### src/design/cpu_consts.svh
/*
 * Sizing constants for the SAP-1 style accumulator CPU.
 * Included by the package and by every block that sizes a bus,
 * a memory or the T-state counter.
 */

`ifndef CPU_CONSTS_SVH
`define CPU_CONSTS_SVH

// Bus, accumulator and register width
`define CPU_DATA_W 8

// RAM address width, also the PC width
`define CPU_ADDR_W 4

// RAM depth in bytes
`define CPU_RAM_WORDS 16

// Micro-steps per instruction, T0 to T4
`define CPU_T_STATES 5

`endif

### src/design/cpu_pkg.sv
/*
 * Shared types for the accumulator CPU: data word, RAM address,
 * opcode encoding and the T-state names used by the sequencer.
 * Blocks pull these in with a wildcard import in the module header.
 */

`include "cpu_consts.svh"

package cpu_pkg;

    typedef logic [`CPU_DATA_W-1:0] word_t; // One bus byte
    typedef logic [`CPU_ADDR_W-1:0] addr_t; // RAM address / PC value

    // High nibble of the instruction byte
    typedef enum logic [3:0] {
        LDA = 4'h0, // A <= RAM[operand]
        ADD = 4'h1, // A <= A + RAM[operand]
        SUB = 4'h2, // A <= A - RAM[operand]
        STA = 4'h3, // RAM[operand] <= A
        LDI = 4'h4, // A <= operand
        JMP = 4'h5, // PC <= operand
        JC  = 4'h6, // Jump if carry
        JZ  = 4'h7, // Jump if zero
        OUT = 4'hE, // Output register <= A
        HLT = 4'hF  // Stop the sequencer
    } opcode_e;

    // Micro-steps of one instruction
    typedef enum logic [2:0] {
        T0 = 3'd0, // PC to MAR
        T1 = 3'd1, // RAM to IR, PC + 1
        T2 = 3'd2, // Execute steps
        T3 = 3'd3,
        T4 = 3'd4
    } t_state_e;

endpackage

### src/design/ctrl_if.sv
/*
 * Control word from the sequencer to the datapath, memory unit and
 * output port. All bits are active high; one modport per consumer.
 */

interface ctrl_if;

    logic pc_inc, pc_out, pc_load;   // Program counter
    logic mar_load, ram_out, ram_in; // Memory address register and RAM
    logic ir_load, ir_out;           // Instruction register
    logic a_load, a_out;             // Accumulator
    logic alu_sub, alu_out;          // ALU mode and bus drive
    logic b_load;                    // B register
    logic out_load;                  // Output register
    logic halt;                      // HLT reached

    modport seq (
        output pc_inc, pc_out, pc_load, mar_load, ram_out, ram_in,
               ir_load, ir_out, a_load, a_out, alu_sub, alu_out,
               b_load, out_load, halt
    );

    // Datapath owns the bus mux and all registers except MAR and output
    modport dp (
        input pc_inc, pc_out, pc_load, ram_out, ir_load, ir_out,
              a_load, a_out, alu_sub, alu_out, b_load
    );

    modport mem  (input mar_load, ram_in);
    modport outp (input out_load, halt);

endinterface

### src/design/memory_unit.sv
/*
 * Input side of the CPU: program loader, MAR and the 16-byte RAM.
 * With run low the host writes bytes through the loader port;
 * with run high the MAR and RAM follow the control word.
 */

`include "cpu_consts.svh"

module memory_unit import cpu_pkg::*; (
    input  logic  clk,
    input  logic  rst_n,
    input  logic  run,       // Low = loader owns the RAM
    input  logic  wr_strobe, // One pulse per loaded byte
    input  addr_t wr_addr,
    input  word_t wr_data,
    input  word_t bus,       // Internal bus from the datapath
    ctrl_if.mem   ctrl,
    output word_t ram_data   // Combinational read at the MAR
);

    word_t ram [`CPU_RAM_WORDS]; // Program and data storage
    addr_t mar;                  // Memory address register
    logic  load_we;              // Loader write this cycle
    logic  run_we;               // STA write this cycle

    assign load_we = !run && wr_strobe;
    assign run_we  = run && ctrl.ram_in;

    // MAR takes the low nibble of the bus
    always_ff @(posedge clk or negedge rst_n) begin
        if (!rst_n) begin
            mar <= '0;
        end else if (!run) begin
            mar <= '0; // Held at 0 while loading
        end else if (ctrl.mar_load) begin
            mar <= addr_t'(bus[`CPU_ADDR_W-1:0]);
        end
    end

    // RAM comes up all zero, so an empty program runs as NOPs
    always_ff @(posedge clk or negedge rst_n) begin
        if (!rst_n) begin
            for (int i = 0; i < `CPU_RAM_WORDS; i++) begin
                ram[i] <= '0;
            end
        end else if (load_we) begin
            ram[wr_addr] <= wr_data; // Host program load
        end else if (run_we) begin
            ram[mar] <= bus;         // STA from the accumulator
        end
    end

    assign ram_data = ram[mar];

    // Host must keep the loader quiet once the CPU is running
    a_no_load_while_run: assert property (
        @(posedge clk) disable iff (!rst_n)
        wr_strobe |-> !run
    ) else $error("loader strobe while run is high");

endmodule

### src/design/datapath.sv
/*
 * CPU datapath: one-hot bus mux, program counter, instruction
 * register, A and B registers, adder/subtractor and the carry and
 * zero flags. Controlled by the ctrl_if dp modport.
 */

`include "cpu_consts.svh"

module datapath import cpu_pkg::*; (
    input  logic    clk,
    input  logic    rst_n,
    input  logic    run,      // Low clears the PC
    ctrl_if.dp      ctrl,
    input  word_t   ram_data, // RAM read at the MAR
    output word_t   bus,      // Internal bus, 0 when nobody drives
    output opcode_e opcode,   // To the sequencer
    output logic    carry,
    output logic    zero
);

    addr_t pc;     // Program counter
    word_t ir;     // Instruction register
    word_t a_reg;  // Accumulator
    word_t b_reg;  // ALU second operand
    word_t pc_ext; // PC zero-extended to bus width
    word_t ir_arg; // Operand nibble zero-extended
    word_t b_op;   // B or its inverse for SUB
    word_t alu_res;
    logic [`CPU_DATA_W:0] alu_sum; // Extra bit is the carry out
    logic  alu_wr;                 // ALU result written to A

    assign pc_ext = word_t'(pc);
    assign ir_arg = word_t'(ir[`CPU_ADDR_W-1:0]);

    // One-hot AND-OR mux; all zero gives a zero bus
    always_comb begin
        bus = ({`CPU_DATA_W{ctrl.pc_out}}  & pc_ext)
            | ({`CPU_DATA_W{ctrl.ram_out}} & ram_data)
            | ({`CPU_DATA_W{ctrl.ir_out}}  & ir_arg)
            | ({`CPU_DATA_W{ctrl.a_out}}   & a_reg)
            | ({`CPU_DATA_W{ctrl.alu_out}} & alu_res);
    end

    // SUB is A + ~B + 1, carry set means no borrow
    assign b_op    = ctrl.alu_sub ? ~b_reg : b_reg;
    assign alu_sum = {1'b0, a_reg} + {1'b0, b_op}
                   + {{`CPU_DATA_W{1'b0}}, ctrl.alu_sub};
    assign alu_res = alu_sum[`CPU_DATA_W-1:0];
    assign alu_wr  = ctrl.alu_out && ctrl.a_load;

    // Program counter, jump wins over increment
    always_ff @(posedge clk or negedge rst_n) begin
        if (!rst_n) begin
            pc <= '0;
        end else if (!run) begin
            pc <= '0; // Next run starts at address 0
        end else if (ctrl.pc_load) begin
            pc <= addr_t'(bus[`CPU_ADDR_W-1:0]);
        end else if (ctrl.pc_inc) begin
            pc <= pc + 1'b1; // Wraps at 16
        end
    end

    always_ff @(posedge clk or negedge rst_n) begin
        if (!rst_n) begin
            ir <= '0;
        end else if (ctrl.ir_load) begin
            ir <= bus;
        end
    end

    // Accumulator and B hold plain data
    always_ff @(posedge clk) begin
        if (ctrl.a_load) begin
            a_reg <= bus;
        end
        if (ctrl.b_load) begin
            b_reg <= bus;
        end
    end

    // Flags move only on ADD/SUB write-back, LDA and LDI leave them
    always_ff @(posedge clk or negedge rst_n) begin
        if (!rst_n) begin
            carry <= 1'b0;
            zero  <= 1'b0;
        end else if (alu_wr) begin
            carry <= alu_sum[`CPU_DATA_W];
            zero  <= (alu_res == '0);
        end
    end

    assign opcode = opcode_e'(ir[`CPU_DATA_W-1:`CPU_ADDR_W]); // High nibble

    // Bus drivers come from the sequencer decode, at most one per cycle
    a_bus_onehot: assert property (
        @(posedge clk) disable iff (!rst_n)
        $onehot0({ctrl.pc_out, ctrl.ram_out, ctrl.ir_out, ctrl.a_out, ctrl.alu_out})
    ) else $error("more than one bus source enabled");

endmodule

### src/design/control_sequencer.sv
/*
 * T-state counter and microcode decode. Every instruction runs
 * T0..T4; T0/T1 fetch, T2..T4 execute by opcode. HLT freezes the
 * counter until run drops.
 */

`include "cpu_consts.svh"

module control_sequencer import cpu_pkg::*; (
    input  logic    clk,
    input  logic    rst_n,
    input  logic    run,    // Low holds the CPU at T0
    input  opcode_e opcode, // From the IR
    input  logic    carry,
    input  logic    zero,
    ctrl_if.seq     ctrl
);

    t_state_e t_state;
    logic     halted_q; // Sequencer stopped on HLT
    logic     active;   // Decode enabled
    logic     last_t;   // Final micro-step

    assign active = run && !halted_q;
    assign last_t = (t_state == t_state_e'(`CPU_T_STATES - 1));

    // Step counter; halt holds it where it stopped
    always_ff @(posedge clk or negedge rst_n) begin
        if (!rst_n) begin
            t_state <= T0;
        end else if (!run) begin
            t_state <= T0;
        end else if (active && !ctrl.halt) begin
            t_state <= last_t ? T0 : t_state_e'(t_state + 3'd1);
        end
    end

    always_ff @(posedge clk or negedge rst_n) begin
        if (!rst_n) begin
            halted_q <= 1'b0;
        end else if (!run) begin
            halted_q <= 1'b0; // Cleared for the next program
        end else if (ctrl.halt) begin
            halted_q <= 1'b1;
        end
    end

    // Microcode with all controls active high
    always_comb begin
        ctrl.pc_inc   = 1'b0;
        ctrl.pc_out   = 1'b0;
        ctrl.pc_load  = 1'b0;
        ctrl.mar_load = 1'b0;
        ctrl.ram_out  = 1'b0;
        ctrl.ram_in   = 1'b0;
        ctrl.ir_load  = 1'b0;
        ctrl.ir_out   = 1'b0;
        ctrl.a_load   = 1'b0;
        ctrl.a_out    = 1'b0;
        ctrl.alu_sub  = 1'b0;
        ctrl.alu_out  = 1'b0;
        ctrl.b_load   = 1'b0;
        ctrl.out_load = 1'b0;
        ctrl.halt     = 1'b0;
        if (active) begin
            unique case (t_state)
                T0: begin // Fetch address
                    ctrl.pc_out   = 1'b1;
                    ctrl.mar_load = 1'b1;
                end
                T1: begin // Fetch opcode
                    ctrl.ram_out = 1'b1;
                    ctrl.ir_load = 1'b1;
                    ctrl.pc_inc  = 1'b1;
                end
                T2: begin
                    case (opcode)
                        LDA, ADD, SUB, STA: begin // Operand address to MAR
                            ctrl.ir_out   = 1'b1;
                            ctrl.mar_load = 1'b1;
                        end
                        LDI: begin
                            ctrl.ir_out = 1'b1;
                            ctrl.a_load = 1'b1;
                        end
                        JMP, JC, JZ: begin
                            ctrl.ir_out  = (opcode == JMP) || (opcode == JC && carry)
                                        || (opcode == JZ && zero);
                            ctrl.pc_load = ctrl.ir_out; // Skipped jump is a NOP
                        end
                        OUT: begin
                            ctrl.a_out    = 1'b1;
                            ctrl.out_load = 1'b1;
                        end
                        HLT: ctrl.halt = 1'b1;
                        default: ;                // Unused opcodes do nothing
                    endcase
                end
                T3: begin
                    case (opcode)
                        LDA: begin
                            ctrl.ram_out = 1'b1;
                            ctrl.a_load  = 1'b1;
                        end
                        ADD, SUB: begin // Operand into B
                            ctrl.ram_out = 1'b1;
                            ctrl.b_load  = 1'b1;
                        end
                        STA: begin
                            ctrl.a_out  = 1'b1;
                            ctrl.ram_in = 1'b1;
                        end
                        default: ;
                    endcase
                end
                T4: begin
                    if (opcode == ADD || opcode == SUB) begin
                        ctrl.alu_sub = (opcode == SUB);
                        ctrl.alu_out = 1'b1;
                        ctrl.a_load  = 1'b1; // Result back to A with a flag update
                    end
                end
                default: ;
            endcase
        end
    end

    a_halt_no_inc: assert property (
        @(posedge clk) disable iff (!rst_n)
        !(ctrl.halt && ctrl.pc_inc)
    ) else $error("halt together with PC increment");

endmodule

### src/design/output_port.sv
/*
 * Output side: output register loaded by OUT, a one-cycle valid
 * strobe that lines up with the new value, and the halted level.
 */

module output_port import cpu_pkg::*; (
    input  logic  clk,
    input  logic  rst_n,
    input  logic  run,       // Low clears halted
    input  word_t bus,
    ctrl_if.outp  ctrl,
    output word_t out_value, // Drives uo_out
    output logic  out_valid, // High the cycle after a load
    output logic  halted
);

    always_ff @(posedge clk or negedge rst_n) begin
        if (!rst_n) begin
            out_value <= '0;
            out_valid <= 1'b0;
        end else begin
            out_valid <= ctrl.out_load; // Same edge as the new value
            if (ctrl.out_load) begin
                out_value <= bus;
            end
        end
    end

    // Sticky until the host drops run
    always_ff @(posedge clk or negedge rst_n) begin
        if (!rst_n) begin
            halted <= 1'b0;
        end else if (!run) begin
            halted <= 1'b0;
        end else if (ctrl.halt) begin
            halted <= 1'b1;
        end
    end

endmodule

### src/design/sap_cpu_top.sv
/*
 * Pin-frame top of the accumulator CPU. ui_in and uio_in feed the
 * program loader and run level; uo_out shows the output register,
 * uio_out[1:0] carry out_valid and halted.
 */

`include "cpu_consts.svh"

module sap_cpu_top (
    input  logic [7:0] ui_in,   // Program byte
    output logic [7:0] uo_out,  // Output register
    input  logic [7:0] uio_in,  // [0] run, [1] write strobe, [7:4] address
    output logic [7:0] uio_out, // [0] halted, [1] out_valid
    output logic [7:0] uio_oe,
    input  logic       ena,     // Not used
    input  logic       clk,
    input  logic       rst_n
);

    logic [`CPU_DATA_W-1:0] bus;      // Internal bus
    logic [`CPU_DATA_W-1:0] ram_data; // RAM read back to the mux
    logic [`CPU_DATA_W-1:0] out_value;
    cpu_pkg::opcode_e       opcode;
    logic                   carry;
    logic                   zero;
    logic                   out_valid;
    logic                   halted;
    logic                   run;

    assign run = uio_in[0];

    ctrl_if ctrl ();

    memory_unit memory_unit_i (
        .clk       (clk),
        .rst_n     (rst_n),
        .run       (run),
        .wr_strobe (uio_in[1]),
        .wr_addr   (uio_in[7 -: `CPU_ADDR_W]),
        .wr_data   (ui_in),
        .bus       (bus),
        .ctrl      (ctrl.mem),
        .ram_data  (ram_data)
    );

    datapath datapath_i (
        .clk      (clk),
        .rst_n    (rst_n),
        .run      (run),
        .ctrl     (ctrl.dp),
        .ram_data (ram_data),
        .bus      (bus),
        .opcode   (opcode),
        .carry    (carry),
        .zero     (zero)
    );

    control_sequencer control_sequencer_i (
        .clk    (clk),
        .rst_n  (rst_n),
        .run    (run),
        .opcode (opcode),
        .carry  (carry),
        .zero   (zero),
        .ctrl   (ctrl.seq)
    );

    output_port output_port_i (
        .clk       (clk),
        .rst_n     (rst_n),
        .run       (run),
        .bus       (bus),
        .ctrl      (ctrl.outp),
        .out_value (out_value),
        .out_valid (out_valid),
        .halted    (halted)
    );

    assign uo_out  = out_value;
    assign uio_out = {6'b0, out_valid, halted};
    assign uio_oe  = 8'h03; // Only the two status bits are outputs

endmodule

### config.mk
export PLATFORM = sky130hd
export DESIGN_NAME = sap_cpu_top
export DESIGN_NICKNAME = d
export VERILOG_FILES = /design/src/design/cpu_pkg.sv /design/src/design/ctrl_if.sv /design/src/design/memory_unit.sv /design/src/design/datapath.sv /design/src/design/control_sequencer.sv /design/src/design/output_port.sv /design/src/design/sap_cpu_top.sv
export VERILOG_INCLUDE_DIRS = /design/src /design/src/design
export SDC_FILE = /design/constraint.sdc
export NUM_CORES = 1
export LEC_CHECK = 0
export ABC_CLOCK_PERIOD_IN_PS = 8400
export BUFFER_PORTS_ARGS = -buffer_cell sky130_fd_sc_hd__buf_2
export CAP_MARGIN = 0
export CORE_MARGIN = 2
export CORE_UTILIZATION = 55
export CTS_BUF_LIST = sky130_fd_sc_hd__clkbuf_4 sky130_fd_sc_hd__clkbuf_8 sky130_fd_sc_hd__clkbuf_16
export DETAILED_ROUTE_END_ITERATION = 6
export GPL_TIMING_DRIVEN = 0
export PLACE_DENSITY = 0.72
export SLEW_MARGIN = 20
export SYNTH_ARGS = -nofsm -noshare
export SYNTH_HDL_FRONTEND = slang
export SYNTH_HIERARCHICAL = 1
export SYNTH_SLANG_ARGS = --single-unit
### constraint.sdc
create_clock -name clk -period 8.4 [get_ports clk]
set_clock_uncertainty 0.1 [all_clocks]
set_input_delay 0.84 -clock clk [delete_from_list [all_inputs] [get_ports clk]]
set_output_delay 0.84 -clock clk [all_outputs]
set_load 0.005 [all_outputs]
==> impl_metrics.toml, run 1 <==
[setup_path]
reg2regPathDepth = 15
r2r_slack_ns = 3.70
critPathKind = "in -> reg"
worstPathCellList = "buf_2 > buf_2 > nand2b_2 > nor3_1 > buf_6 > xor2_1 > fa_1 > a222oi_1 > inv_1 > a221oi_1 > inv_1 > clkbuf_1 > clkbuf_1 > a32o_1 > mux2_4"
worstReg2RegStart = "datapath_i/ir[6]"
cp.required_ns = 8.62
cp_slowest_cell = "fa_1"
cp-start-kind = "input pin"
crit_fanout = 10
end_kind = "register"
arrival_ns = 4.98
max_stage_delay_ns = 0.51
rr_endpoint = "memory_unit_i/ram[41]"

[synthesis]
synth_ff_type = "dfrtp_1"
ys_ff_latch = 176
synth_area_per_cell_um2 = 12.96
ys_seq_area_share_pct = 38.75
postSynthCellCount = 893
syn_area_um2 = 11570
postSynth.asyncResetShare_pct = 90.91
yosysWarnings = 6
ys_types = 67
synth_edf_count = 16

[layout]
final_cell_mix = "dfrtp_1 (160), a32o_1 (144), mux2_4 (120), clkbuf_1 (54), buf_2 (51)"
final_layout_size_suffix_gt1_share_pct = 32.71
layout.nets = 983
antennaDiodeCount = 0
largest_reg_flops = 128
syn_to_final_growth_pct = 10.02
layout_commonest_cell = "dfrtp_1"
top_register = "memory_unit_i/ram"

[clock_tree]
root_buffer = "clkbuf_16"
cts.sinks = 176
cts_tree = "built"
cts_buffer_depth = 2
post_cts_buffers = 0
clkSlewWorstSetupHoldPaths_ns = 0.07
cts_max_level = 4
cts_made_buffers = 17
clk_latency_ns = 0.44
cts.repair.resized = 0
cts_hold_buffers = 0

[power]
total_power_mw = 2.013
p_leak_nw = 5.595
power_density_nw_per_um2 = 158.1
ir_drop_v = 0.0001588

[detailed_routing]
drt_pass1_iterations = 6
ant_nets = 0
routedWlPerCell_um = 26.51
vias = 8508
wirelength_mm = 32.82
post-route-drc-count = 0
drt_iter0_drc = 1094
via_per_inst = 6.872

[sta]
maxSlewHeadroom_pct = 41.53
tns_ns = 0
rsz0062_at_grt = "no"
finalHoldViolations = 0
max_slew.worst_pin.slew_ns = 0.8770
timing.final.crit_share_pct = 56.64
fmax_mhz = 210.2
setup_violations = 0
fin_crit_ns = 4.758
slew_viol_final = 0

[place]
dpl.hpwl_mm = 22.49
port_buffers = 25
place.gp.congestion = 0.9174

[die]
core.rowCount = 53
die_w_um = 149.0
start_util_pct = 55.57
die_area_um2 = 22210
die_h_um = 149.0
coreArea_um2 = 20820
ios = 43

[worst_hold_path]
hold_class = "in -> async"

[global_routing]
antenna_found_initial = 0
grt_pass1_vias = 8316
grt_usage_pct = 30.20
grt_overflow = 0
grt_max_degree = 84
grt_pass1_wl_mm = 50.29

[run]
max_cap_violations = 0

[status]
outcome = "finished, final reports clean"
-- layout make-up --
class	instances	area, µm²
timing repair buffer	26	162.7
clock inverter	13	143.9
buffer	143	874.6
tap	275	344.1
multi-input combinational	567	6186
inverter	19	71.32
fill	1670	8092
clock buffer	19	464.2
sequential	176	4484
-- power breakdown --
| group | switching (mW) | internal (mW) |
|---|---|---|
| combinational | 0.185 | 0.103 |
| sequential | 0.0199 | 0.887 |
| clock | 0.372 | 0.446 |
| total | 0.576 | 1.44 |
-- synthesized netlist by cell type (all sizes together) (5+ instances only) --
cell type | number | area share, %
a32o | 145 | 13
dfrtp | 160 | 35
mux2 | 138 | 17
and3b | 8 | 0.61
o21ai | 5 | 0.25
nor2b | 10 | 0.54
mux4 | 32 | 6.2
nand2 | 26 | 0.84
edfxtp | 16 | 4.2
mux2i | 7 | 0.71
and4b | 8 | 0.69
a21oi | 20 | 0.93
nor4b | 8 | 1.6
clkbuf | 54 | 1.8
a22oi | 21 | 1.4
nand3 | 6 | 0.26
nand2b | 5 | 0.29
nor2 | 16 | 0.52
xor2 | 13 | 1.0
buf | 89 | 5.8
inv | 19 | 0.62
nor3 | 7 | 0.30
and4bb | 10 | 1.1
ha | 13 | 1.4
a211oi | 6 | 0.43
-- how the worst max path moves through the flow --
| stage | from | to | depth (start not counted) |
|---|---|---|---|
| final | uio_in[0] | memory_unit_i/ram[41] | 15 |
| after global routing | uio_in[0] | memory_unit_i/ram[29] | 16 |
| after CTS | uio_in[0] | memory_unit_i/ram[41] | 15 |
| after detailed placement | uio_in[0] | memory_unit_i/ram[41] | 15 |
| after global placement | uio_in[0] | memory_unit_i/ram[89] | 15 |
| after floorplan | uio_in[0] | memory_unit_i/ram[105] | 14 |
-- layer usage --
metal | routed length [µm] | vias up | GRT usage (%)
met5 | 0 | - | 0
met4 | 1114 | 0 | 10.52
met3 | 2881 | 82 | 5.657
met2 | 15500 | 508 | 48.96
met1 | 13320 | 4317 | 40.94
li1 | - | 3601 | -
-- critical path, delay by kind of cell --
kind / cells / cell delay, ns
buffers and inverters: 7 / 1.62
muxes: 1 / 0.26
adders and majority gates: 1 / 0.51
xor gates and xnor gates: 1 / 0.28
and+or+nand+nor: 2 / 0.39
AOI/OAI and AO/OA: 3 / 1.08
-- cell families after synthesis --
group | count (synthesis) | share of synthesized area [%]
compound gates | 221 | 17.44
mux | 177 | 24.26
flops | 176 | 38.75
buf+inv | 162 | 8.175
simple gates | 125 | 8.445
xor+xnor | 16 | 1.276
fa+ha+maj | 14 | 1.579
other cells | 2 | 0.06490
-- stage by stage --
step | cells | utilization [%] | cell area [µm²] | worst slack (ns) | hold WS (ns)
after floorplan | 905 | - | 11620 | 4.347 | 0.3521
after global placement | 1205 | 58.04 | 12090 | 3.258 | 0.3621
after detailed placement | 1206 | 58.22 | 12120 | 3.260 | 0.3690
after CTS | 1238 | 61.14 | 12730 | 3.714 | 0.3071
after global routing | 1238 | 61.14 | 12730 | 3.474 | 0.3313
final | 1238 | 61.14 | 12730 | 3.642 | 0.2849
Power figures use the tool's default switching activity.
==> run 2: changes to the inputs <==
--- a/config.mk
+++ b/config.mk
@@ -6,7 +6,7 @@
 export SDC_FILE = /design/constraint.sdc
 export NUM_CORES = 1
 export LEC_CHECK = 0
-export ABC_CLOCK_PERIOD_IN_PS = 8400
+export ABC_CLOCK_PERIOD_IN_PS = 4300
 export BUFFER_PORTS_ARGS = -buffer_cell sky130_fd_sc_hd__buf_2
 export CAP_MARGIN = 0
 export CORE_MARGIN = 2
@@ -14,7 +14,7 @@
 export CTS_BUF_LIST = sky130_fd_sc_hd__clkbuf_4 sky130_fd_sc_hd__clkbuf_8 sky130_fd_sc_hd__clkbuf_16
 export DETAILED_ROUTE_END_ITERATION = 6
 export GPL_TIMING_DRIVEN = 0
-export PLACE_DENSITY = 0.72
+export PLACE_DENSITY = 0.75
 export SLEW_MARGIN = 20
 export SYNTH_ARGS = -nofsm -noshare
 export SYNTH_HDL_FRONTEND = slang
==> constraint.sdc (replaced) <==
create_clock -name clk -period 4.3 [get_ports clk]
set_clock_uncertainty 0.1 [all_clocks]
set_input_delay 0.43 -clock clk [delete_from_list [all_inputs] [get_ports clk]]
set_output_delay 0.43 -clock clk [all_outputs]
set_load 0.005 [all_outputs]
==> impl_metrics.toml, run 2 (synthesis gave the netlist of run 1 again) <==
[clock_tree]
clk_latency_ns = 0.44
clkSlewWorstSetupHoldPaths_ns = 0.07
cts_tree = "built"
cts.sinks = 176
cts_buffer_depth = 2
cts_made_buffers = 17
cts_max_level = 4
root_buffer = "clkbuf_16"

[setup_path]
end_kind = "register"
arrival_ns = 4.31
cp-start-kind = "register"
cp.required_ns = 4.52
critPathKind = "reg -> reg"
crit_fanout = 10

[layout]
top_register = "memory_unit_i/ram"
final_layout_size_suffix_gt1_share_pct = 34.76
layout_commonest_cell = "dfrtp_1"
antennaDiodeCount = 0
layout.nets = 978
final_cell_mix = "dfrtp_1 (160), a32o_1 (144), mux2_4 (120), buf_2 (52), clkbuf_1 (41)"
nFillCells = 1612
largest_reg_flops = 128
syn_to_final_growth_pct = 10.39

[run]
max_cap_violations = 0

[sta]
finalHoldViolations = 0
setup_ws_ns = 0.2067
slew_viol_final = 0
tns_ns = 0
setup_violations = 0
maxSlewHeadroom_pct = 38.40
fmax_mhz = 244.3
rsz0062_at_grt = "no"
fin_crit_ns = 4.093
timing.final.crit_share_pct = 95.19
max_slew.worst_pin.slew_ns = 0.9240

[die]
core.rowCount = 53
die_area_um2 = 22210
start_util_pct = 55.57
die_w_um = 149.0
coreArea_um2 = 20820
die_h_um = 149.0
ios = 43

[detailed_routing]
drt_iter0_drc = 983
routedWlPerCell_um = 25.91
vias = 8358
via_per_inst = 6.779
ant_nets = 0
post-route-drc-count = 7
drt_pass1_iterations = 7
wirelength_mm = 31.95

[status]
violations = "DRC"
outcome = "finished, violations left"

[global_routing]
grt_overflow = 0
grt_pass1_wl_mm = 49.09
grt_max_degree = 84
antenna_found_initial = 0
grt_usage_pct = 29.45
grt_pass1_vias = 8166

[power]
power_density_nw_per_um2 = 312.5
p_leak_nw = 5.636
ir_drop_v = 0.0002897

[place]
port_buffers = 25
pre_cts_slack_ns = -0.4882
dpl.hpwl_mm = 21.90
place.gp.congestion = 0.9009

[worst_hold_path]
hold_class = "in -> reg"
## run 2: timing repair
item | CTS | global route
gates cloned | 0 | 0
endpoints found under the hold margin | 77 | 0
endpoints found under the setup margin | 44 | 86
hold buffers | 1 | 0
setup buffers | 0 | 0
gates resized for setup | 10 | 20
## run 2: worst paths after layout
kind                                 startpoint                     to  slack, ns  cells after the start
hold reg to reg            output_port_i/halted   output_port_i/halted       0.39                      1
hold / removal                        uio_in[0]   output_port_i/halted       0.21                      2
min in group asynchronous                 rst_n  memory_unit_i/ram[26]       0.44                      2
max in group asynchronous                 rst_n   memory_unit_i/mar[1]       2.77                      3
setup reg to reg           memory_unit_i/mar[1]  memory_unit_i/ram[96]       0.21                     13
setup / recovery           memory_unit_i/mar[1]  memory_unit_i/ram[96]       0.21                     13
## run 2: stage by stage
stage | cell area, µm² | hold WS [ns] | power (mW) | std cells | utilization (%)
final | 12770 | 0.2088 | 3.991 | 1233 | 61.34
after CTS | 12760 | 0.1992 | 3.995 | 1236 | 61.30
after floorplan | 11620 | 0.03441 | 2.179 | 905 | -
after global placement | 12090 | 0.3637 | 2.335 | 1205 | 58.04
after global routing | 12770 | 0.2110 | 4.135 | 1233 | 61.34
after detailed placement | 12120 | 0.3592 | 2.351 | 1206 | 58.22
## run 2: cell type report
| cell class | count | area, µm² | share of cell area (%) |
|---|---|---|---|
| plain buffers | 137 | 877.1 | 6.866 |
| well taps | 275 | 344.1 | 2.694 |
| clock inverters | 13 | 176.4 | 1.381 |
| repair buffers | 27 | 172.7 | 1.352 |
| clock buffers | 19 | 440.4 | 3.448 |
| inverters | 19 | 71.32 | 0.5583 |
| multi-input cells | 567 | 6207 | 48.59 |
| flip-flops and latches | 176 | 4484 | 35.11 |
## run 2: per-layer routing
metal / vias to the layer above / GRT usage [%] / wire length (µm)
li1: 3597 / - / -
met1: 4217 / 40.26 / 13330
met2: 452 / 46.50 / 14940
met3: 92 / 4.893 / 2419
met4: 0 / 13.10 / 1262
met5: - / 0 / 0
## run 2: critical path, cell delays in order, from the launching register on
cell	delay (ns)
dfrtp_1	0.40
buf_6	0.19
buf_1	0.71
mux4_2	0.48
a22oi_1	0.18
nand2_1	0.09
a22oi_1	0.15
nand2_1	0.07
a21oi_1	0.24
inv_1	0.16
buf_1	0.30
clkbuf_2	0.33
a32o_1	0.30
mux2_4	0.26
## run 2: where the power goes
part	switching, mW	internal, mW
Combinational	0.358	0.205
Sequential	0.0407	1.73
Clock	0.712	0.943
Total	1.11	2.88
==> run 3: changes to the inputs <==
--- a/config.mk
+++ b/config.mk
@@ -9,7 +9,7 @@
 export ABC_CLOCK_PERIOD_IN_PS = 4300
 export BUFFER_PORTS_ARGS = -buffer_cell sky130_fd_sc_hd__buf_2
 export CAP_MARGIN = 0
-export CORE_MARGIN = 2
+export CORE_MARGIN = 4
 export CORE_UTILIZATION = 55
 export CTS_BUF_LIST = sky130_fd_sc_hd__clkbuf_4 sky130_fd_sc_hd__clkbuf_8 sky130_fd_sc_hd__clkbuf_16
 export DETAILED_ROUTE_END_ITERATION = 6
==> impl_metrics.toml, run 3 (synthesis gave the netlist of run 1 again) <==
[place]
place.gp.congestion = 0.9334
port_buffers = 25
dpl.hpwl_mm = 22.07

[sta]
fmax_mhz = 243.8
hold_ws_ns = 0.2191
rsz0062_at_grt = "no"
timing.final.crit_share_pct = 95.40
setup_violations = 0
slew_viol_final = 0
maxSlewHeadroom_pct = 39.70
fin_crit_ns = 4.102
max_slew.worst_pin.slew_ns = 0.9012
finalHoldViolations = 0

[power]
p_sw_mw = 1.102
intPower_mw = 2.943
sw_frac_of_total_pct = 27.24
power_density_nw_per_um2 = 315.4
total_power_mw = 4.045
comb_power_share_pct = 13.9
power_frac_clock_pct = 42.2
p_leak_nw = 5.658
seqPwrFrac_pct = 43.9
ir_drop_v = 0.0002027

[layout]
final_layout_size_suffix_gt1_share_pct = 35.10
final_cell_mix = "dfrtp_1 (160), a32o_1 (144), mux2_4 (120), buf_2 (54), clkbuf_1 (42)"
top_register = "memory_unit_i/ram"
layout.nets = 980
largest_reg_flops = 128
syn_to_final_growth_pct = 10.83
antennaDiodeCount = 0
layout_commonest_cell = "dfrtp_1"
nFillCells = 1602

[global_routing]
antenna_found_initial = 0
grt_usage_pct = 27.46
grt_pass1_vias = 8330
grt_pass1_wl_mm = 50.06
busiest_layer = "met2"
use_met3_pct = 5.230
grt_overflow = 0
grt_max_degree = 86
grt_use_met2_pct = 44.19
groute.layer.met1.usage_pct = 37.27

[clock_tree]
cts_made_buffers = 17
cts_tree = "built"
cts_buffer_depth = 2
root_buffer = "clkbuf_16"
clk_latency_ns = 0.44
cts_max_level = 4
clkSlewWorstSetupHoldPaths_ns = 0.07
cts.sinks = 176

[setup_path]
arrival_ns = 4.33
critPathKind = "reg -> reg"
rr_endpoint = "memory_unit_i/ram[56]"
cp.required_ns = 4.52
crit_fanout = 10
worstReg2RegStart = "memory_unit_i/mar[1]"
end_kind = "register"
r2r_slack_ns = 0.20
reg2regPathDepth = 13
cp-start-kind = "register"

[detailed_routing]
ant_nets = 0
vias = 8403
wirelength_mm = 32.02
routedWlPerCell_um = 26.03
via_per_inst = 6.832
drt_iter0_drc = 1033
drt_pass1_iterations = 7
post-route-drc-count = 0

[worst_hold_path]
hold_end = "output_port_i/halted"
hp-start = "uio_in[0]"
hold_class = "in -> reg"
whs_path_depth = 2

[run]
max_cap_violations = 0

[die]
coreArea_um2 = 20490
start_util_pct = 56.46
die_h_um = 153.0
die_w_um = 153.0
die_area_um2 = 23420
core.rowCount = 52
ios = 43

[status]
outcome = "finished, final reports clean"
run 3: changes by cell type in the layout (fill, tap and decap cells not counted), sizes merged:
cell	previous run	this run
clkbuf	69	68
inv	25	24
clkinvlp	2	0
buf	113	117
clkinv	2	4
run 3: power groups by stage:
stage	Clock [mW]	Combinational [mW]	Sequential, mW
after detailed placement	0	0.549	1.80
after global placement	0	0.535	1.80
final	1.71	0.563	1.77
after CTS	1.73	0.552	1.77
after global routing	1.80	0.610	1.78
after floorplan	0	0.386	1.79
run 3: per-layer routing:
metal  part of all wire (%)  vias to the layer above
met3                    8.2                       74
li1                       -                     3599
met2                     48                      484
met5                      0                        -
met1                     41                     4246
met4                    3.3                        0
run 3: worst max path at each step:
stage                                         from  slack (ns)                      to
finish                        memory_unit_i/mar[1]        0.20   memory_unit_i/ram[56]
global route        control_sequencer_i/t_state[1]        0.01   memory_unit_i/ram[67]
CTS                               datapath_i/ir[6]        0.01   memory_unit_i/ram[28]
detailed placement                       uio_in[0]       -0.45   memory_unit_i/ram[49]
global placement                         uio_in[0]       -0.46   memory_unit_i/ram[49]
floorplan                         datapath_i/ir[6]        0.54  memory_unit_i/ram[105]
run 3: final cells by class:
type / count / area [µm²] / area share, %
multi-input cells: 567 / 6228 / 48.57
flip-flops and latches: 176 / 4484 / 34.97
plain buffers: 138 / 872.1 / 6.800
clock buffers: 20 / 483.0 / 3.766
well taps: 270 / 337.8 / 2.634
repair buffers: 28 / 180.2 / 1.405
clock inverters: 12 / 167.7 / 1.307
inverters: 19 / 71.32 / 0.5561
run 3: what timing repair did:
item / 4_1_cts / 5_1_grt
setup endpoints to repair: 32 / 89
hold buffers: 1 / 0
pin swaps: 0 / 1
endpoints found under the hold margin: 84 / 0
resized for setup: 7 / 26
buffers inserted: 0 / 1
run 3: per-stage QoR:
step | TNS (ns) | setup WS (ns) | instances | util (%) | cell area (µm²)
3_3_place_gp | -9.993 | -0.4571 | 1200 | 58.94 | 12080
2_1_floorplan | 0 | 0.5432 | 905 | - | 11620
3_5_place_dp | -9.473 | -0.4476 | 1201 | 59.12 | 12120
5_1_grt | 0 | 0.01430 | 1230 | 62.58 | 12820
6_report | 0 | 0.1978 | 1230 | 62.58 | 12820
4_1_cts | 0 | 0.009794 | 1232 | 62.40 | 12790
run 3: worst max-delay path, cell delays in order (launching register included):
cell and delay, ns:
dfrtp_1 0.40, buf_6 0.20, buf_1 0.62, mux4_2 0.47, a22oi_1 0.26, nand2_1 0.12
a22oi_1 0.15, nand2_1 0.07, a21oi_1 0.25, inv_1 0.17, buf_1 0.29, clkbuf_2 0.32
a32o_1 0.30, mux2_4 0.26
